--- src/hw/mini_pkg.sv ---
// Accumulator subsystem definitions

package mini_pkg;

    // memory map
    localparam int RAM_ADDR_WIDTH = 16;
    localparam int RAM_WORDS = 2 ** (RAM_ADDR_WIDTH - 2);

    localparam logic [31:0] BOOT_ADDR = 32'h0000_0000;
    localparam logic [23:0] PRINT_ADDR = 24'h80_0000;
    localparam logic [23:0] EXIT_ADDR = 24'h80_0004;

    // operation codes, upper byte of every instruction
    typedef enum logic [7:0] {
        OP_NOP  = 8'h00,
        OP_LDI  = 8'h01,
        OP_ADDI = 8'h02,
        OP_LD   = 8'h03,
        OP_ADD  = 8'h04,
        OP_ST   = 8'h05,
        OP_BNZ  = 8'h06,
        OP_JMP  = 8'h07
    } opcode_e;

    // operand is a byte address, or a signed immediate for OP_LDI and OP_ADDI
    typedef struct packed {
        opcode_e     opcode;
        logic [23:0] operand;
    } instr_t;

    // data port request payload
    typedef struct packed {
        logic        we;
        logic [31:0] addr;
        logic [31:0] wdata;
    } data_req_t;

    // program load strobe payload
    typedef struct packed {
        logic [31:0] addr;
        logic [31:0] data;
    } load_t;

endpackage

--- src/hw/mini_core.sv ---
// Accumulator core

`timescale 1ns/1ns

module mini_core import mini_pkg::*; (
    input  logic        clk_i,
    input  logic        rst_n_i,

    input  logic        fetch_enable_i,

    output logic        instr_req_o,
    output logic [31:0] instr_addr_o,
    input  logic        instr_gnt_i,
    input  instr_t      instr_rdata_i,
    input  logic        instr_rvalid_i,

    output logic        data_req_o,
    output data_req_t   data_req_o_bits,
    input  logic        data_gnt_i,
    input  logic [31:0] data_rdata_i,
    input  logic        data_rvalid_i
);

    typedef enum logic [1:0] {
        IDLE,
        EXEC,
        WAIT_DATA
    } state_e;

    // fetch stage
    logic        running_q;
    logic        req_q;
    logic [31:0] addr_q;
    logic [31:0] fetch_pc_q;
    logic        pend_q;
    logic        kill_q;
    logic        ibuf_valid_q;
    instr_t      ibuf_q;

    // execute stage
    state_e      state_q;
    instr_t      ir_q;
    logic [31:0] acc_q;
    logic [31:0] imm;
    logic [31:0] target;
    logic        taken;
    logic        mem_op;
    logic        consume;
    logic        fetch_en;
    logic        issue;

    assign fetch_en = running_q | fetch_enable_i;
    assign consume  = (state_q == IDLE) && ibuf_valid_q;

    // one fetch in flight at a time, and only when the buffer has room
    assign issue = fetch_en && !req_q && !pend_q && (!ibuf_valid_q || consume) && !taken;

    assign instr_req_o  = req_q;
    assign instr_addr_o = addr_q;

    always_ff @(posedge clk_i) begin
        if (!rst_n_i) begin
            running_q  <= 1'b0;
            req_q      <= 1'b0;
            addr_q     <= BOOT_ADDR;
            fetch_pc_q <= BOOT_ADDR;
            pend_q     <= 1'b0;
            kill_q     <= 1'b0;
        end else begin
            running_q <= fetch_en;

            if (issue) begin
                req_q      <= 1'b1;
                addr_q     <= fetch_pc_q;
                fetch_pc_q <= fetch_pc_q + 32'd4;
            end else if (req_q && instr_gnt_i) begin
                req_q <= 1'b0;
            end

            if (taken) begin
                fetch_pc_q <= target;
            end

            if (req_q && instr_gnt_i) begin
                pend_q <= 1'b1;
            end else if (instr_rvalid_i) begin
                pend_q <= 1'b0;
            end

            // a fetch still in flight at a redirect belongs to the old path
            if (taken && (req_q || (pend_q && !instr_rvalid_i))) begin
                kill_q <= 1'b1;
            end else if (instr_rvalid_i) begin
                kill_q <= 1'b0;
            end
        end
    end

    // instruction buffer
    always_ff @(posedge clk_i) begin
        if (!rst_n_i) begin
            ibuf_valid_q <= 1'b0;
        end else if (taken) begin
            ibuf_valid_q <= 1'b0;
        end else if (instr_rvalid_i && !kill_q) begin
            ibuf_valid_q <= 1'b1;
        end else if (consume) begin
            ibuf_valid_q <= 1'b0;
        end
    end

    always_ff @(posedge clk_i) begin
        if (instr_rvalid_i && !kill_q && !taken) begin
            ibuf_q <= instr_rdata_i;
        end
        if (consume) begin
            ir_q <= ibuf_q;
        end
    end

    // decode
    assign imm    = {{8{ir_q.operand[23]}}, ir_q.operand};
    assign target = {8'h00, ir_q.operand};

    always_comb begin
        taken  = 1'b0;
        mem_op = 1'b0;
        if (state_q == EXEC) begin
            case (ir_q.opcode)
                OP_JMP:              taken = 1'b1;
                OP_BNZ:              taken = (acc_q != 32'd0);
                OP_LD, OP_ADD, OP_ST: mem_op = 1'b1;
                default: ;
            endcase
        end
    end

    assign data_req_o            = mem_op;
    assign data_req_o_bits.we    = (ir_q.opcode == OP_ST);
    assign data_req_o_bits.addr  = target;
    assign data_req_o_bits.wdata = acc_q;

    always_ff @(posedge clk_i) begin
        if (!rst_n_i) begin
            state_q <= IDLE;
            acc_q   <= 32'd0;
        end else begin
            case (state_q)
                IDLE: begin
                    if (ibuf_valid_q) begin
                        state_q <= EXEC;
                    end
                end
                EXEC: begin
                    if (ir_q.opcode == OP_LDI) begin
                        acc_q <= imm;
                    end else if (ir_q.opcode == OP_ADDI) begin
                        acc_q <= acc_q + imm;
                    end
                    // memory ops wait here for the grant
                    if (!mem_op) begin
                        state_q <= IDLE;
                    end else if (data_gnt_i) begin
                        state_q <= WAIT_DATA;
                    end
                end
                WAIT_DATA: begin
                    if (data_rvalid_i) begin
                        if (ir_q.opcode == OP_LD) begin
                            acc_q <= data_rdata_i;
                        end else if (ir_q.opcode == OP_ADD) begin
                            acc_q <= acc_q + data_rdata_i;
                        end
                        state_q <= IDLE;
                    end
                end
                default: state_q <= IDLE;
            endcase
        end
    end

    // requests stay put until the memory takes them
    assert property (@(posedge clk_i) disable iff (!rst_n_i)
        instr_req_o && !instr_gnt_i |=> instr_req_o && $stable(instr_addr_o));

    assert property (@(posedge clk_i) disable iff (!rst_n_i)
        data_req_o && !data_gnt_i |=> data_req_o && $stable(data_req_o_bits));

    // responses only for requests the memory accepted
    assert property (@(posedge clk_i) disable iff (!rst_n_i)
        instr_rvalid_i |-> pend_q);

    assert property (@(posedge clk_i) disable iff (!rst_n_i)
        data_rvalid_i |-> (state_q == WAIT_DATA));

endmodule

--- config.mk ---
export PLATFORM = sky130hd
export DESIGN_NAME = mini_core
export DESIGN_NICKNAME = d
export VERILOG_FILES = /design/src/hw/mini_pkg.sv /design/src/hw/mini_core.sv
export SDC_FILE = /design/constraint.sdc
export NUM_CORES = 1
export LEC_CHECK = 0
export BUFFER_PORTS_ARGS = -buffer_cell sky130_fd_sc_hd__buf_2
export CAP_MARGIN = 20
export CORE_AREA = 2 2 168 170
export CTS_CLUSTER_DIAMETER = 120
export DETAILED_ROUTE_END_ITERATION = 16
export DIE_AREA = 0 0 170 172
export PLACE_DENSITY = 0.64
export SLEW_MARGIN = 20
export SYNTH_ARGS = -nofsm -noshare
export SYNTH_HDL_FRONTEND = slang
export SYNTH_SLANG_ARGS = --single-unit
--- constraint.sdc ---
create_clock -name clk_i -period 3.8 [get_ports clk_i]
set_input_delay 0.19 -clock clk_i [delete_from_list [all_inputs] [get_ports clk_i]]
set_output_delay 0.19 -clock clk_i [all_outputs]
set_load 0.01 [all_outputs]
After elaboration in Yosys (flattened, before gate mapping)
Cells that the tools add are included.
{"block": "classes", "n_shift": 0, "n_eq_ne": 14, "n_reduce_logical": 30, "add_sub_neg": 3, "div_mod_pow": 0, "n_lt_le_gt_ge": 0, "mul": 0, "n_mux": 24, "n_bitwise": 2}
{"cell": "$mux 32", "n": 5}
{"cell": "$add 32x32->32", "n": 2}
{"cell": "$pmux 32 s2", "n": 1}
{"cell": "$mux 24", "n": 2}
{"cell": "$add 32x3->32 const B", "n": 1}
{"cell": "$eq 8x3->1 const B", "n": 4}
{"cell": "$reduce_bool 32->1", "n": 1}
{"cell": "$eq 8x2->1 const B", "n": 2}
{"cell": "$reduce_bool 2->1", "n": 6}
{"cell": "$logic_and 1x1->1", "n": 10}
{"cell": "$mux 1", "n": 10}
{"cell": "$eq 8x1->1 const B", "n": 1}
{"cell": "$mux 2", "n": 4}
{"cell": "$logic_not 1->1", "n": 6}
{"cell": "$ne 3x3->1 const B", "n": 2}
{"cell": "$pmux 2 s3", "n": 1}
{"cell": "$ne 2x2->1 const B", "n": 2}
{"cell": "$reduce_and 4->1", "n": 1}
{"cell": "$ne 3x1->1 const B", "n": 1}
{"cell": "$reduce_and 3->1", "n": 1}
{"cell": "$reduce_or 3->1", "n": 1}
{"cell": "$eq 2x1->1 const B", "n": 1}
{"cell": "$eq 2x2->1 const B", "n": 1}
{"cell": "$logic_not 2->1", "n": 1}
{"cell": "other kinds (5)", "n": 6}
{"block": "word_totals", "memories": 0, "latchBits": 0, "inputBits": 71, "romBits": 0, "ram_bits": 0, "ff_bits": 167, "elab_cells": 87, "output_inout_bits": 99}

Logic depth before layout (Yosys ltp)
{"block": "depth", "depth_word": 7, "ltp_mapped": 11, "depth_no_buf": 11}

Worst setup path after synthesis
Ideal clock, no wire load.
{"block": "synth_path", "path_type": "register to register", "from": "reg state_q[1]", "to": "reg ir_q (netlist bit data_req_o_bits[32]) (enable)", "path_buffers": 0, "stages_incl_launch_ff": 2, "slack_ps": 541, "t_arrival_ps": 2789, "cell_sequence": "dfxtp_1 > nor3b_1"}
{"block": "synth_between", "elab_chain_cells": 2}
{"item": "start: declaration", "line": "mini_core.sv:41", "source": "state_e state_q;"}
{"item": "start signal: assignment", "line": "mini_core.sv:145", "source": "state_q <= IDLE;"}
{"item": "start signal: assignment", "line": "mini_core.sv:151", "source": "state_q <= EXEC;"}
{"item": "start signal: assignment", "line": "mini_core.sv:162", "source": "state_q <= IDLE;"}
{"item": "$logic_not 2->1", "line": "mini_core.sv:53", "source": "assign consume = (state_q == IDLE) && ibuf_valid_q;"}
{"item": "$logic_and 1x1->1", "line": "mini_core.sv:53"}
{"item": "via consume", "line": "mini_core.sv:48", "source": "logic consume;"}
{"item": "end signal: assignment", "line": "mini_core.sv:117", "source": "ir_q <= ibuf_q;"}
{"item": "end: declaration", "line": "mini_core.sv:42", "source": "instr_t ir_q;"}
The timed path passes the listed nets, and every way through them passes these cells.
A chain may end at the register's enable or synchronous reset.

Worst setup path after layout
{"block": "layout_path", "from": "reg ir_q (netlist bit data_req_o_bits[32])", "to": "reg acc_q[20]"}
{"block": "layout_between", "elab_chain_cells": 4}
{"item": "$add 32x32->32", "line": "mini_core.sv:158", "source": "acc_q <= acc_q + imm;"}
{"item": "$mux 32", "line": "mini_core.sv:157", "source": "end else if (ir_q.opcode == OP_ADDI) begin"}
{"item": "$mux 32", "line": "mini_core.sv:155", "source": "if (ir_q.opcode == OP_LDI) begin"}
{"item": "$pmux 32 s2", "line": "mini_core.sv:148", "source": "case (state_q)"}
{"item": "end signal: assignment", "line": "mini_core.sv:156", "source": "acc_q <= imm;"}
{"item": "end signal: assignment", "line": "mini_core.sv:158"}
{"item": "end signal: assignment", "line": "mini_core.sv:170", "source": "acc_q <= data_rdata_i;"}
{"item": "end: declaration", "line": "mini_core.sv:43", "source": "logic [31:0] acc_q;"}
Every way passes these cells. The select of a mux whose other input is x is not followed.

==> impl_metrics.toml <==
[sta]
tns_ns = 0
worst_slew_pin_slew_ns = 0.768
finalSetupViolCount = 0
rsz0062_at_grt = "false"
hold_violations = 0
slew_headroom_pct = 48.8
worst_slack_ns = 0.671
final_max_slew_viol_count = 0
fmax_ghz = 0.320
fin_crit_sh_pct = 82.3
skew_ns = 0.0184
finalCriticalPeriod_ns = 3.13

[global_route]
grtUsageTotal_pct = 22.8
grt_pass1_wl_um = 51500
gr-total-overflow = 0
grt_max_degree = 61
grt-busiest-layer = "met2"
grt_use_met3_pct = 4.49
grt_pass1_vias = 9397
grt_antenna_before_repair = 0
grtUsageMet1_pct = 29.6
grt_use_met2_pct = 38.6

[cts]
clk_pin_slew_ns = 0.07
h-tree-depth = 4
cts_sinks = 167
postCtsSetupRepairBufs = 0
clock_path_buffers = 2
clk_latency_ns = 0.44
cts_root_buf = "clkbuf_16"
hold_buffers = 32
cts_tree = "yes"
cts_resized = 0
cts_made_buffers = 17

[pwr]
p_clk_share_pct = 44.6
p_sw_share_pct = 24.8
power.share.sequential_pct = 46.6
cellPowerDensity_nw_per_um2 = 329
total_leakage_power_nw = 5.50
ir_worst_vdd_mv = 0.409
power_mw = 4.19
power.share.combinational_pct = 8.8
p_sw_mw = 1.04
intPower_mw = 3.15

[floorplan]
die_h_um = 172
die_area_um2 = 29200
die_w_um = 170
pin_count = 170
row_count = 61
initial_core_util_pct = 39.3
core_um2 = 27500

[detailed_routing]
drt-initial-drc-count = 774
via_per_inst = 5.62
wl_per_cell_um = 19.2
drc = 0
drt_first_pass_iters = 5
antenna_left = 0
vias = 9730
wirelength_um = 33200

[worst_hold_path]
holdCritPathClass = "input port to flop"

[place]
gp_routability_congestion = 0.877
hpwl_um = 25100
port_buffers = 161
dp_slack_ns = 0.650

[critical_path]
max_stage_delay_ns = 0.53
cp_common_cell = "o21ai_0"
worstPathCellList = "ha_1 -> fa_1 -> a21o_1 -> and4_1 -> o21ai_0 -> nand3b_1 -> a31oi_1 -> xor2_1 -> o21ai_0 -> a32o_1"
critPathKind = "flop to flop"
crit_fanout = 4
crit_slowest_cell = "edfxtp_1"
cp.arrival_ns = 3.45
cp.required_ns = 4.12
crit_buf_inv = 0
end_kind = "flop"
path_delay_family = "compound AO/OA/AOI/OAI gates"
start_kind = "flop"

[run]
max-cap-violations = 0

[synth]
synth_edf_count = 64
yosysWarningCount = 0
ys_seq_elements = 167
synthesis.area_um2 = 10800
avgSynthCellArea_um2 = 8.84
syn_inst = 1222
synth_flop_cell = "dfxtp_1"
ys_seq_area_share_pct = 36.9
yosysUniqueCellTypes = 90
async_reset_ff_share_pct = 0

[finish]
syn_to_final_growth_pct = 18.0
nNetsFinal = 1508
drive_above_1_share_pct = 16.8
diodes = 0

[run_status]
status = "finished clean"
[synth_stat cells (all sizes together) (11+ instances only)]
master | number | area, um2
a211oi | 11 | 82.6
a21boi | 41 | 308
a21o | 26 | 195
a21oi | 70 | 362
a31oi | 16 | 106
and3 | 17 | 111
buf | 41 | 280
clkbuf | 48 | 180
dfxtp | 103 | 2060
edfxtp | 64 | 1920
ha | 63 | 788
inv | 18 | 67.6
nand2 | 194 | 728
nand3 | 38 | 190
nand4 | 22 | 138
nor2 | 65 | 251
nor2b | 13 | 81.3
nor3 | 18 | 95.1
nor4 | 11 | 90.1
o211a | 25 | 250
o211ai | 30 | 225
o21a | 11 | 82.6
o21ai | 67 | 339
xnor2 | 36 | 315
xor2 | 44 | 385
[cells by family after synthesis]
group                      share of synthesized area [%]
and+or+nand+nor                                     19.3
adders and majority gates                           7.67
xor gates and xnor gates                            6.49
other                                             0.0347
DFF                                                 36.9
muxes                                              0.741
AOI/OAI and AO/OA                                   24.0
buffers and inverters                               4.89
[cell type report]
| class | instances | area, um2 |
|---|---|---|
| fillers | 2691 | 14700 |
| multi-input cells | 955 | 6330 |
| flip-flops and latches | 167 | 3980 |
| repair buffers | 213 | 1290 |
| clock buffers | 23 | 543 |
| well taps | 346 | 433 |
| clock inverters | 9 | 97.6 |
| inverters | 18 | 67.6 |
[worst reg2reg max path: stages (launching register included)]
cell and delay (ns):
edfxtp_1 0.53, ha_1 0.30, fa_1 0.43, a21o_1 0.21
and4_1 0.24, o21ai_0 0.18, nand3b_1 0.17, a31oi_1 0.40
xor2_1 0.17, o21ai_0 0.11, a32o_1 0.27
[metal layers]
metal	up-vias	routed length, um
met5	-	0
met4	0	748
met3	53	1830
met2	276	16000
met1	4617	14700
li1	4784	-
[registers in the layout, indices dropped and copies added (netlist names)]
register	flops
ir_q	8
kill_q	1
ibuf_valid_q	1
fetch_pc_q	32
data_req_o_bits	24
instr_req_o	1
ibuf_q	32
running_q	1
acc_q	32
pend_q	1
state_q	2
instr_addr_o	32
[power groups by stage]
stage	clock (mW)	sequential (mW)	combinational, mW
after floorplan	0	1.97	0.238
after global placement	0	1.99	0.339
after detailed placement	0	2.00	0.341
after CTS	1.90	1.95	0.368
after global routing	1.98	1.96	0.409
final	1.87	1.95	0.370
[stage by stage]
stage	instances	cell area (um2)	hold WS [ns]	utilization (%)
floorplan	1229	10800	0.289	-
global placement	1667	11800	0.366	42.9
detailed placement	1667	11800	0.368	42.9
CTS	1731	12700	0.0149	46.4
global route	1731	12700	0.0536	46.4
finish	1731	12700	0.0342	46.4
[worst paths after layout]
kind                  startpoint   endpoint  slack (ns)  depth (start not counted)
max          data_req_o_bits[32]  acc_q[20]        0.67                         10
min               fetch_enable_i  running_q        0.03                          3
max reg2reg  data_req_o_bits[32]  acc_q[20]        0.67                         10
min reg2reg           ibuf_q[31]   ir_q[31]        0.41                          0
[placed cells by master (no fill, tap or decap), types with 32 or more instances in the layout]
cell,netlist,layout
xnor2_1,36,36
a21oi_1,69,69
o21ai_0,49,49
nand2_1,194,194
nand3_1,38,38
nor2_1,64,64
buf_2,5,161
a21boi_0,41,41
ha_1,63,63
xor2_1,44,44
dlygate4sd3_1,0,32
edfxtp_1,64,64
dfxtp_1,103,103
Power figures use the tool's default switching activity.
